**config.mk**
```make
export PLATFORM = sky130hd
export DESIGN_NAME = periph_hub
export DESIGN_NICKNAME = d
export VERILOG_FILES = /design/src/periph_pin_pkg.sv /design/src/periph_bus_pkg.sv /design/src/periph_hub.sv /design/src/pin_output_mux.sv /design/src/read_return.sv /design/src/byte_reg_periph.sv /design/src/gpio_periph.sv /design/src/periph_addr_decode.sv
export VERILOG_INCLUDE_DIRS = /design/src
export SDC_FILE = /design/constraint.sdc
export NUM_CORES = 1
export LEC_CHECK = 0
export ABC_AREA = 0
export ABC_CLOCK_PERIOD_IN_PS = 2500
export BUFFER_PORTS_ARGS = -buffer_cell sky130_fd_sc_hd__buf_2
export CAP_MARGIN = 25
export CORE_ASPECT_RATIO = 0.6
export CORE_MARGIN = 8
export CORE_UTILIZATION = 45
export CTS_CLUSTER_DIAMETER = 150
export DETAILED_ROUTE_END_ITERATION = 10
export PLACE_DENSITY = 0.62
export SYNTH_ARGS = -nofsm -noshare
export SYNTH_HDL_FRONTEND = slang
export SYNTH_HIERARCHICAL = 1
export SYNTH_SLANG_ARGS = --single-unit
```
**constraint.sdc**
```tcl
create_clock -name clk -period 2.5 [get_ports clk]
set_clock_uncertainty 0.1 [all_clocks]
set_input_delay 0.25 -clock clk [delete_from_list [all_inputs] [get_ports clk]]
set_output_delay 0.25 -clock clk [all_outputs]
set_load 0.01 [all_outputs]
```
**src/periph_hub_cfg.svh**
```systemverilog
`ifndef PERIPH_HUB_CFG_SVH
`define PERIPH_HUB_CFG_SVH

// Core data bus
`define PH_ADDR_W 11
`define PH_DATA_W 32

// Width of the in and out pin ports
`define PH_PINS 8

// Byte region peripherals move one byte per access
`define PH_BYTE_W 8

// Slot layout of the two regions
`define PH_WORD_SLOTS 16
`define PH_SLOT_W ($clog2(`PH_WORD_SLOTS))
`define PH_WORD_OFS_W 6
`define PH_BYTE_OFS_W 4
`define PH_BYTE_SLOTS_USED 2
`define PH_GPIO_SLOT 1

// Every pin starts on the GPIO output register in word slot 1
`define PH_FSEL_RESET 5'b0_0001

`endif
```
**src/periph_pin_pkg.sv**
```systemverilog
`include "periph_hub_cfg.svh"

package periph_pin_pkg;

    // One bit per output or input pin
    typedef logic [`PH_PINS-1:0] pin_vec_t;

    // Names the peripheral that drives one output pin
    typedef struct packed {
        logic                  from_byte_region;
        logic [`PH_SLOT_W-1:0] slot;
    } fsel_t;

endpackage

```
**src/periph_bus_pkg.sv**
```systemverilog
`include "periph_hub_cfg.svh"

package periph_bus_pkg;

    // All ones in a size code means no access this cycle
    typedef enum logic [1:0] {
        ACC_BYTE = 2'b00,
        ACC_HALF = 2'b01,
        ACC_WORD = 2'b10,
        ACC_NONE = 2'b11
    } access_size_e;

    // Word region view with 64-byte slots
    typedef struct packed {
        logic                      region;
        logic [`PH_SLOT_W-1:0]     slot;
        logic [`PH_WORD_OFS_W-1:0] offset;
    } word_addr_t;

    // Byte region view with 16-byte slots and bits 9:8 ignored
    typedef struct packed {
        logic                                                 region;
        logic [`PH_ADDR_W-2-`PH_SLOT_W-`PH_BYTE_OFS_W:0]      rsvd;
        logic [`PH_SLOT_W-1:0]                                slot;
        logic [`PH_BYTE_OFS_W-1:0]                            offset;
    } byte_addr_t;

    // The top bit tells which view of the address word applies
    typedef union packed {
        word_addr_t word_view;
        byte_addr_t byte_view;
    } periph_addr_u;

    // Request as seen by every peripheral and the read return
    typedef struct packed {
        logic                      is_byte_region;
        logic [`PH_SLOT_W-1:0]     slot;
        logic [`PH_WORD_OFS_W-1:0] offset;
        logic                      wr;
        logic                      rd;
        logic [`PH_DATA_W-1:0]     wdata;
    } bus_req_t;

endpackage

```
**src/periph_hub.sv**
```systemverilog
`timescale 1ns/1ps

`include "periph_hub_cfg.svh"

module periph_hub (
    input  logic                         clk,
    input  logic                         rst_n,
    input  periph_pin_pkg::pin_vec_t     i_ui_in,
    output periph_pin_pkg::pin_vec_t     o_uo_out,
    input  logic [`PH_ADDR_W-1:0]        i_addr,
    input  logic [`PH_DATA_W-1:0]        i_wdata,
    input  periph_bus_pkg::access_size_e i_write_n,
    input  periph_bus_pkg::access_size_e i_read_n,
    input  logic                         i_read_complete,
    output logic [`PH_DATA_W-1:0]        o_rdata,
    output logic                         o_data_ready
);

    import periph_bus_pkg::*;
    import periph_pin_pkg::*;

    bus_req_t                                       req;
    logic [`PH_DATA_W-1:0]                          gpio_rdata;
    logic [`PH_BYTE_SLOTS_USED-1:0][`PH_BYTE_W-1:0] byte_rdata;
    pin_vec_t                                       gpio_pins;
    pin_vec_t [`PH_BYTE_SLOTS_USED-1:0]             byte_pins;
    fsel_t [`PH_PINS-1:0]                           fsel;

    // Input side
    periph_addr_decode u_decode (
        .i_addr    (i_addr),
        .i_wdata   (i_wdata),
        .i_write_n (i_write_n),
        .i_read_n  (i_read_n),
        .o_req     (req)
    );

    // Peripherals
    gpio_periph u_gpio (
        .clk     (clk),
        .rst_n   (rst_n),
        .i_req   (req),
        .i_ui_in (i_ui_in),
        .o_rdata (gpio_rdata),
        .o_pins  (gpio_pins),
        .o_fsel  (fsel)
    );

    for (genvar s = 0; s < `PH_BYTE_SLOTS_USED; s++) begin : g_byte
        byte_reg_periph #(
            .SLOT (s)
        ) u_byte (
            .clk     (clk),
            .rst_n   (rst_n),
            .i_req   (req),
            .i_ui_in (i_ui_in),
            .o_rdata (byte_rdata[s]),
            .o_pins  (byte_pins[s])
        );
    end

    // Output side
    read_return u_read_return (
        .clk             (clk),
        .rst_n           (rst_n),
        .i_req           (req),
        .i_gpio_rdata    (gpio_rdata),
        .i_byte_rdata    (byte_rdata),
        .i_read_complete (i_read_complete),
        .o_rdata         (o_rdata),
        .o_data_ready    (o_data_ready)
    );

    pin_output_mux u_pin_mux (
        .i_fsel      (fsel),
        .i_gpio_pins (gpio_pins),
        .i_byte_pins (byte_pins),
        .o_uo_out    (o_uo_out)
    );

endmodule

```
**src/pin_output_mux.sv**
```systemverilog
`timescale 1ns/1ps

`include "periph_hub_cfg.svh"

module pin_output_mux (
    input  periph_pin_pkg::fsel_t [`PH_PINS-1:0]               i_fsel,
    input  periph_pin_pkg::pin_vec_t                           i_gpio_pins,
    input  periph_pin_pkg::pin_vec_t [`PH_BYTE_SLOTS_USED-1:0] i_byte_pins,
    output periph_pin_pkg::pin_vec_t                           o_uo_out
);

    // Pin p always takes bit p of the peripheral its select names
    always_comb begin
        o_uo_out = '0;
        for (int p = 0; p < `PH_PINS; p++) begin
            if (i_fsel[p].from_byte_region) begin
                for (int s = 0; s < `PH_BYTE_SLOTS_USED; s++) begin
                    if (i_fsel[p].slot == s) begin
                        o_uo_out[p] = i_byte_pins[s][p];
                    end
                end
            end else if (i_fsel[p].slot == `PH_GPIO_SLOT) begin
                o_uo_out[p] = i_gpio_pins[p];
            end
            // Any other slot has no peripheral and leaves the pin low
        end
    end

endmodule

```
**src/read_return.sv**
```systemverilog
`timescale 1ns/1ps

`include "periph_hub_cfg.svh"

module read_return (
    input  logic                                          clk,
    input  logic                                          rst_n,
    input  periph_bus_pkg::bus_req_t                      i_req,
    input  logic [`PH_DATA_W-1:0]                         i_gpio_rdata,
    input  logic [`PH_BYTE_SLOTS_USED-1:0][`PH_BYTE_W-1:0] i_byte_rdata,
    input  logic                                          i_read_complete,
    output logic [`PH_DATA_W-1:0]                         o_rdata,
    output logic                                          o_data_ready
);

    localparam int PAD_W = `PH_DATA_W - `PH_BYTE_W;

    logic [`PH_DATA_W-1:0] rdata_mux;
    logic [`PH_DATA_W-1:0] rdata_q;
    logic                  hold_q;
    logic                  ready_q;
    logic                  capture;

    // Unused slots in either region read as zero
    always_comb begin
        rdata_mux = '0;
        if (i_req.is_byte_region) begin
            for (int s = 0; s < `PH_BYTE_SLOTS_USED; s++) begin
                if (i_req.slot == s) begin
                    rdata_mux = {{PAD_W{1'b0}}, i_byte_rdata[s]};
                end
            end
        end else if (i_req.slot == `PH_GPIO_SLOT) begin
            rdata_mux = i_gpio_rdata;
        end
    end

    // Take a new value only when nothing is waiting for the core
    assign capture = !hold_q && i_req.rd;

    always_ff @(posedge clk) begin
        if (!rst_n) begin
            hold_q  <= 1'b0;
            ready_q <= 1'b0;
        end else begin
            if (i_read_complete) begin
                hold_q <= 1'b0;
            end
            if (capture) begin
                hold_q <= 1'b1;
            end
            // Every kept peripheral answers at once, so ready follows the request
            ready_q <= i_req.rd;
        end
    end

    always_ff @(posedge clk) begin
        if (capture) begin
            rdata_q <= rdata_mux;
        end
    end

    assign o_rdata      = rdata_q;
    // Writes complete in the cycle they are presented
    assign o_data_ready = ready_q || i_req.wr;

endmodule

```
**src/byte_reg_periph.sv**
```systemverilog
`timescale 1ns/1ps

`include "periph_hub_cfg.svh"

module byte_reg_periph #(
    parameter int SLOT = 0
) (
    input  logic                     clk,
    input  logic                     rst_n,
    input  periph_bus_pkg::bus_req_t i_req,
    input  periph_pin_pkg::pin_vec_t i_ui_in,
    output logic [`PH_BYTE_W-1:0]    o_rdata,
    output periph_pin_pkg::pin_vec_t o_pins
);

    import periph_pin_pkg::*;

    pin_vec_t                  out_q;
    logic                      sel;
    logic [`PH_BYTE_OFS_W-1:0] ofs;

    assign sel = i_req.is_byte_region && (i_req.slot == SLOT);
    assign ofs = i_req.offset[`PH_BYTE_OFS_W-1:0];

    // Only the low byte of the write data reaches a byte slot
    always_ff @(posedge clk) begin
        if (!rst_n) begin
            out_q <= '0;
        end else if (sel && i_req.wr && (ofs == 4'h0)) begin
            out_q <= i_req.wdata[`PH_BYTE_W-1:0];
        end
    end

    always_comb begin
        case (ofs)
            4'h0:    o_rdata = out_q;
            4'h1:    o_rdata = i_ui_in;
            default: o_rdata = '0;
        endcase
    end

    assign o_pins = out_q;

endmodule

```
**src/gpio_periph.sv**
```systemverilog
`timescale 1ns/1ps

`include "periph_hub_cfg.svh"

module gpio_periph (
    input  logic                                   clk,
    input  logic                                   rst_n,
    input  periph_bus_pkg::bus_req_t               i_req,
    input  periph_pin_pkg::pin_vec_t               i_ui_in,
    output logic [`PH_DATA_W-1:0]                  o_rdata,
    output periph_pin_pkg::pin_vec_t               o_pins,
    output periph_pin_pkg::fsel_t [`PH_PINS-1:0]   o_fsel
);

    import periph_pin_pkg::*;

    localparam int FSEL_W = $bits(fsel_t);

    pin_vec_t                      gpio_out;
    fsel_t [`PH_PINS-1:0]          fsel_q;
    logic                          sel;
    logic                          out_hit;
    logic                          in_hit;
    logic                          fsel_hit;
    logic [$clog2(`PH_PINS)-1:0]   fsel_idx;

    assign sel = !i_req.is_byte_region && (i_req.slot == `PH_GPIO_SLOT);

    // Offset 0 output, offset 4 input, 32..60 one select per pin
    assign out_hit  = (i_req.offset == 6'h00);
    assign in_hit   = (i_req.offset == 6'h04);
    assign fsel_hit = i_req.offset[5] && (i_req.offset[1:0] == 2'b00);
    assign fsel_idx = i_req.offset[4:2];

    always_ff @(posedge clk) begin
        if (!rst_n) begin
            gpio_out <= '0;
            for (int i = 0; i < `PH_PINS; i++) begin
                fsel_q[i] <= `PH_FSEL_RESET;
            end
        end else if (sel && i_req.wr) begin
            if (out_hit) begin
                gpio_out <= i_req.wdata[`PH_PINS-1:0];
            end
            if (fsel_hit) begin
                fsel_q[fsel_idx] <= i_req.wdata[FSEL_W-1:0];
            end
        end
    end

    // The read return picks this slot by address
    always_comb begin
        o_rdata = '0;
        if (out_hit) begin
            o_rdata[`PH_PINS-1:0] = gpio_out;
        end else if (in_hit) begin
            o_rdata[`PH_PINS-1:0] = i_ui_in;
        end else if (fsel_hit) begin
            o_rdata[FSEL_W-1:0] = fsel_q[fsel_idx];
        end
    end

    assign o_pins = gpio_out;
    assign o_fsel = fsel_q;

endmodule

```
**src/periph_addr_decode.sv**
```systemverilog
`timescale 1ns/1ps

`include "periph_hub_cfg.svh"

module periph_addr_decode (
    input  periph_bus_pkg::periph_addr_u i_addr,
    input  logic [`PH_DATA_W-1:0]        i_wdata,
    input  periph_bus_pkg::access_size_e i_write_n,
    input  periph_bus_pkg::access_size_e i_read_n,
    output periph_bus_pkg::bus_req_t     o_req
);

    import periph_bus_pkg::*;

    localparam int OFS_PAD = `PH_WORD_OFS_W - `PH_BYTE_OFS_W;

    logic region;

    // Region bit sits at the top of both views
    assign region = i_addr.word_view.region;

    always_comb begin
        o_req = '0;
        o_req.is_byte_region = region;

        if (region) begin
            o_req.slot   = i_addr.byte_view.slot;
            // Byte slots are only 16 bytes wide
            o_req.offset = {{OFS_PAD{1'b0}}, i_addr.byte_view.offset};
        end else begin
            o_req.slot   = i_addr.word_view.slot;
            o_req.offset = i_addr.word_view.offset;
        end

        // Any size code other than idle counts as an access
        o_req.wr    = (i_write_n != ACC_NONE);
        o_req.rd    = (i_read_n != ACC_NONE);
        o_req.wdata = i_wdata;
    end

endmodule

```
==> summary.txt, run 1 <==
Die
  • Die Y: 102.6 um
  • Placement Rows: 31
  • Die width: 160.4 um
  • IO Count: 99
  • Initial Utilization: 0.4638
  • Area of the core: 12140 um2
  • Die Footprint: 16460 um2

Global routing
  • GRT busiest layer: met2
  • Grt met1 use: 0.2399
  • Initial antenna violation count: 0
  • Largest net degree at the start of global routing: 59
  • Total gr overflow: 0
  • Met2 Use GR: 0.2646
  • Grt met3 use: 0.04665
  • Total Routing Usage GR: 0.1743
  • Vias in the first global route: 4086
  • First-pass GRT wire length: 22370 um

Critical path
  • Worst Setup End Kind: flip-flop
  • WP data arrival: 2.28 ns
  • Max incr delay on CP: 0.47 ns
  • CP Max Fanout: 7
  • RR Startpoint: u_gpio/o_fsel[35]
  • CP Class: in -> reg
  • CP cell instances: buf_2 > mux2_2 > nor4bb_1 > buf_4 > nand4_1 > mux2i_1 > nor2_1
  • Reg2reg setup slack: 0.67 ns
  • Critical path startpoint category: input pin
  • R2R depth: 5
  • Data required, critical path: 2.61 ns
  • RR Endpoint: u_read_return/o_rdata[0]
  • CP max stage cell: nor4bb_1

Place
  • HPWL Detailed: 10490 um
  • Routability cong.: 0.8403
  • Port Buffers: 74

Pwr
  • Pleak: 2.828 nW
  • Power Density: 565.9 nW/um2
  • Final Total Pwr: 3.514 mW
  • Worst VDD drop: 0.0002780 V

Clock network
  • CTS sink cnt: 98
  • Post-CTS Setup Inserts: 0
  • Clock Path Buffers: 2
  • H-tree level count: 3
  • CTS clk-pin slew, worst paths: 0.07 ns
  • Cts repair resizes: 0
  • Number of hold-repair buffers added at the cts stage: 0
  • TritonCTS buffer count: 9
  • Clk Latency, worst-skew pair: 0.35 ns
  • CTS tree: yes
  • Clock root cell: clkbuf_16

STA
  • Max_slew headroom: 0.5389
  • Actual transition at the worst max-transition pin: 0.6908 ns
  • Slew Limit Fails: 0
  • RSZ-0062 raised after global routing: false
  • Min Tclk post-route: 2.164 ns
  • WHS: 0.05942 ns
  • Final setup fails: 0
  • Fin crit share: 0.8656
  • Hold Vio Cnt, Final: 0
  • Fmax: 0.4621 GHz
  • Setup TNS: 0 ns

Layout
  • Diode count: 0
  • Final nets: 650
  • Area Overhead vs Synth: 10.27%
  • Layout cells sized above 1: 0.2931
  • Fin util: 0.5114

Detailed routing
  • Drt total wl: 13840 um
  • Via/cell ratio: 5.265
  • Drt wl/cell: 18.16 um
  • Via Count: 4012
  • Starting DRT DRC Count: 297
  • Drt first pass iters: 5
  • Antenna Nets Post-Route: 0
  • DRC: 0

Logic synthesis
  • Mapped Cells: 540
  • Syn. warnings: 6
  • Synthesized area: 5630 um2
  • Mean Syn Cell Area: 10.43 um2

Status
  • Status: complete, no violations

Min path
  • Min-delay src: i_read_complete
  • Hold Path Depth: 3
  • HP Class: in -> reg
  • Hold Crit Endpoint: u_read_return/hold_q

Job
  • Max-Cap Viols: 0
## per-stage QoR
step                instance area (um2)  worst slack, ns  std cells
floorplan                          5717           0.1775        563
global placement                   5893           0.1861        746
detailed placement                 5893          0.04434        746
CTS                                6208           0.3891        762
global route                       6208           0.2045        762
finish                             6208           0.3359        762
## cell usage in the layout, fill, tap and decap left out, drive strengths merged, types with 4 or more instances in the layout
cell type / instances
mux4: 10
clkbuf: 11
edfxtp: 32
conb: 24
nand3: 7
a22oi: 5
inv: 26
nor3b: 5
nor2: 44
mux2: 4
o21ai: 10
mux2i: 96
a21oi: 20
nand4: 5
nor3: 27
a211oi: 16
nand2: 59
or3: 11
buf: 90
dfxtp: 66
## area by class of cell
cell class / instances / area, um2
fill: 1090 / 5932
multi-input combinational: 368 / 2820
sequential: 98 / 2282
timing repair buffer: 90 / 490.5
clock buffer: 11 / 255.2
tap: 165 / 206.4
inverter: 25 / 93.84
clock inverter: 5 / 60.06
## power breakdown
part | internal [mW] | switching (mW)
logic | 0.125 | 0.241
clock network | 0.843 | 0.607
registers | 1.69 | 0.0110
## state kept, by name, indices dropped and copies added, names as in the netlist
name                   flops
u_read_return/ready_q      1
u_gpio/o_pins              8
u_read_return/o_rdata     32
u_read_return/hold_q       1
g_byte.u_byte/o_pins      16
u_gpio/o_fsel             40
## metal layers
layer  wire [um]  part of all wire
met4         159             0.011
met1        6893              0.50
met3         860             0.062
met5           0                 0
met2        5923              0.43
## critical path, delay by kind of cell
family / cells / cell delay [ns]
simple gates: 3 / 0.94
mux: 2 / 0.70
buf+inv: 2 / 0.37
## how the worst max path moves through the flow
stage / start / to / cells past startpoint / slack, ns
2_1_floorplan: i_read_n[0] / u_read_return/o_rdata[0] / 2 / 0.18
3_3_place_gp: i_addr[10] / u_gpio/o_fsel[10] / 7 / 0.19
3_5_place_dp: i_addr[10] / u_gpio/o_fsel[13] / 7 / 0.04
4_1_cts: i_addr[10] / u_gpio/o_fsel[13] / 7 / 0.39
5_1_grt: i_addr[10] / u_gpio/o_fsel[12] / 7 / 0.20
6_report: i_addr[10] / u_gpio/o_fsel[12] / 7 / 0.34
(Power assumes the default switching activity.)
==> run 2: changes to the inputs <==
--- a/config.mk
+++ b/config.mk
@@ -13,3 +13,3 @@
 export CORE_ASPECT_RATIO = 0.6
-export CORE_MARGIN = 8
+export CORE_MARGIN = 1.5
 export CORE_UTILIZATION = 45
--- a/constraint.sdc
+++ b/constraint.sdc
@@ -4,2 +4,2 @@
 set_output_delay 0.25 -clock clk [all_outputs]
-set_load 0.01 [all_outputs]
+set_load 0.02 [all_outputs]
==> run 2 against run 1 <==
First-iteration DRC count decreased by 23%. Register-to-register slack got worse by 0.04 ns. Sequential power about the same. Worst hold slack improved by 0.0067 ns. Largest cell class unchanged. Global-route usage increased by 3.0 points. Worst setup slack improved by 0.059 ns.
==> summary.txt, run 2 (same netlist as run 1, synthesis figures left out) <==
STA
  • Hold Vio Cnt, Final: 0
  • Setup TNS: 0 ns
  • Actual transition at the worst max-transition pin: 0.5312 ns
  • RSZ-0062 raised after global routing: false
  • Fmax: 0.4750 GHz
  • Fin crit share: 0.8421
  • Slew Limit Fails: 0
  • WHS: 0.06608 ns
  • Max_slew headroom: 0.6459
  • Min Tclk post-route: 2.105 ns
  • Final setup fails: 0

Critical path
  • Critical Path Start: i_addr[10]
  • Critical path startpoint category: input pin
  • Data required, critical path: 2.63 ns
  • Reg2reg setup slack: 0.63 ns
  • R2R depth: 5
  • CP Class: in -> reg
  • Worst Setup End Kind: flip-flop
  • RR Startpoint: u_gpio/o_fsel[32]
  • CP Max Fanout: 7
  • WP data arrival: 2.23 ns
  • RR Endpoint: u_read_return/o_rdata[2]

Min path
  • Min-delay src: i_read_complete
  • Hold Crit Endpoint: u_read_return/hold_q
  • Hold Path Depth: 3
  • HP Class: in -> reg

Clock network
  • CTS sink cnt: 98
  • Clk Latency, worst-skew pair: 0.34 ns
  • CTS clk-pin slew, worst paths: 0.07 ns
  • CTS tree: yes
  • Post-CTS Setup Inserts: 0
  • Cts repair resizes: 0
  • TritonCTS buffer count: 9
  • H-tree level count: 3
  • Clock Path Buffers: 2
  • Number of hold-repair buffers added at the cts stage: 0
  • Clock root cell: clkbuf_16

Die
  • IO Count: 99
  • Placement Rows: 31
  • Area of the core: 12140 um2
  • Die Y: 89.65 um
  • Initial Utilization: 0.4638
  • Die width: 147.4 um
  • Die Footprint: 13210 um2

Layout
  • FF+latch area: 2282 um2
  • Final nets: 651
  • Final instance area: 6259 um2
  • Most common cell after layout, fill and taps aside: mux2i_1
  • Layout cells sized above 1: 0.2926
  • Max FFs per register: 40
  • Area of the multi-input gates: 2820 um2
  • Area Overhead vs Synth: 11.16%
  • Fill cells: 1099
  • Diode count: 0
  • Most frequent cells in the layout: mux2i_1, buf_2, dfxtp_1

Detailed routing
  • Drt first pass iters: 5
  • Via/cell ratio: 5.263
  • Drt total wl: 13210 um
  • Via Count: 4016
  • Starting DRT DRC Count: 228
  • DRC: 0
  • Antenna Nets Post-Route: 0
  • Drt wl/cell: 17.31 um

Place
  • Placed cell areas: 5901 um2
  • Port Buffers: 74
  • HPWL Detailed: 9854 um
  • Routability cong.: 0.8388

Pwr
  • Power Density: 592.3 nW/um2
  • Worst VDD drop: 0.0003219 V
  • Final Total Pwr: 3.707 mW
  • Pleak: 2.859 nW

Global routing
  • Largest net degree at the start of global routing: 33
  • Total Routing Usage GR: 0.2046
  • Vias in the first global route: 3800
  • Initial antenna violation count: 0
  • First-pass GRT wire length: 20450 um
  • Total gr overflow: 0

Job
  • Max-Cap Viols: 0

Status
  • Status: complete, no violations
-- run 2: cell types whose count changed in the layout (fill, tap and decap cells not counted), sizes merged --
cell and delta:
clkinvlp -2, clkbuf +2, bufinv +1, inv -1, buf +1
-- run 2: per-stage QoR --
stage	utilization	std cells	worst slack [ns]
finish	0.5155	763	0.3947
global route	0.5155	763	0.2758
CTS	0.5155	763	0.4487
detailed placement	0.4860	747	0.08912
global placement	0.4860	747	0.1747
floorplan	-	563	0.1775
-- run 2: layout make-up --
| type | count | area share |
|---|---|---|
| Multi-Input combinational cell | 368 | 0.4506 |
| Sequential cell | 98 | 0.3647 |
| Timing Repair Buffer | 91 | 0.07957 |
| Clock buffer | 13 | 0.04678 |
| Tap cell | 165 | 0.03299 |
| Inverter | 25 | 0.01499 |
| Clock inverter | 3 | 0.01040 |
-- run 2: worst max-delay path: stages --
cell      delay, ns
buf_2          0.14
mux2_2         0.40
nor4bb_1       0.48
buf_4          0.21
nand4_1        0.39
mux2i_1        0.30
nor2_1         0.06
-- run 2: metal layers --
metal,wire (um),up-vias,global-route usage
met1,6529,1927,0.2930
met4,114,0,0.05818
met2,5651,122,0.3064
li1,-,1958,-
met3,915,9,0.05253
met5,0,-,0
-- run 2: power by group --
part	leakage [nW]	total, mW	internal (mW)	switching (mW)
Clock	0.176	1.62	1.02	0.592
Sequential	0.863	1.70	1.69	0.00992
Combinational	1.82	0.394	0.126	0.268
-- run 2: worst max path at each step --
stage                          endpoint  slack, ns  cells past startpoint
2_1_floorplan  u_read_return/o_rdata[0]       0.18                      2
3_3_place_gp   u_read_return/o_rdata[4]       0.17                      9
3_5_place_dp          u_gpio/o_fsel[12]       0.09                      7
4_1_cts               u_gpio/o_fsel[12]       0.45                      7
5_1_grt               u_gpio/o_fsel[11]       0.28                      7
6_report              u_gpio/o_fsel[11]       0.39                      7
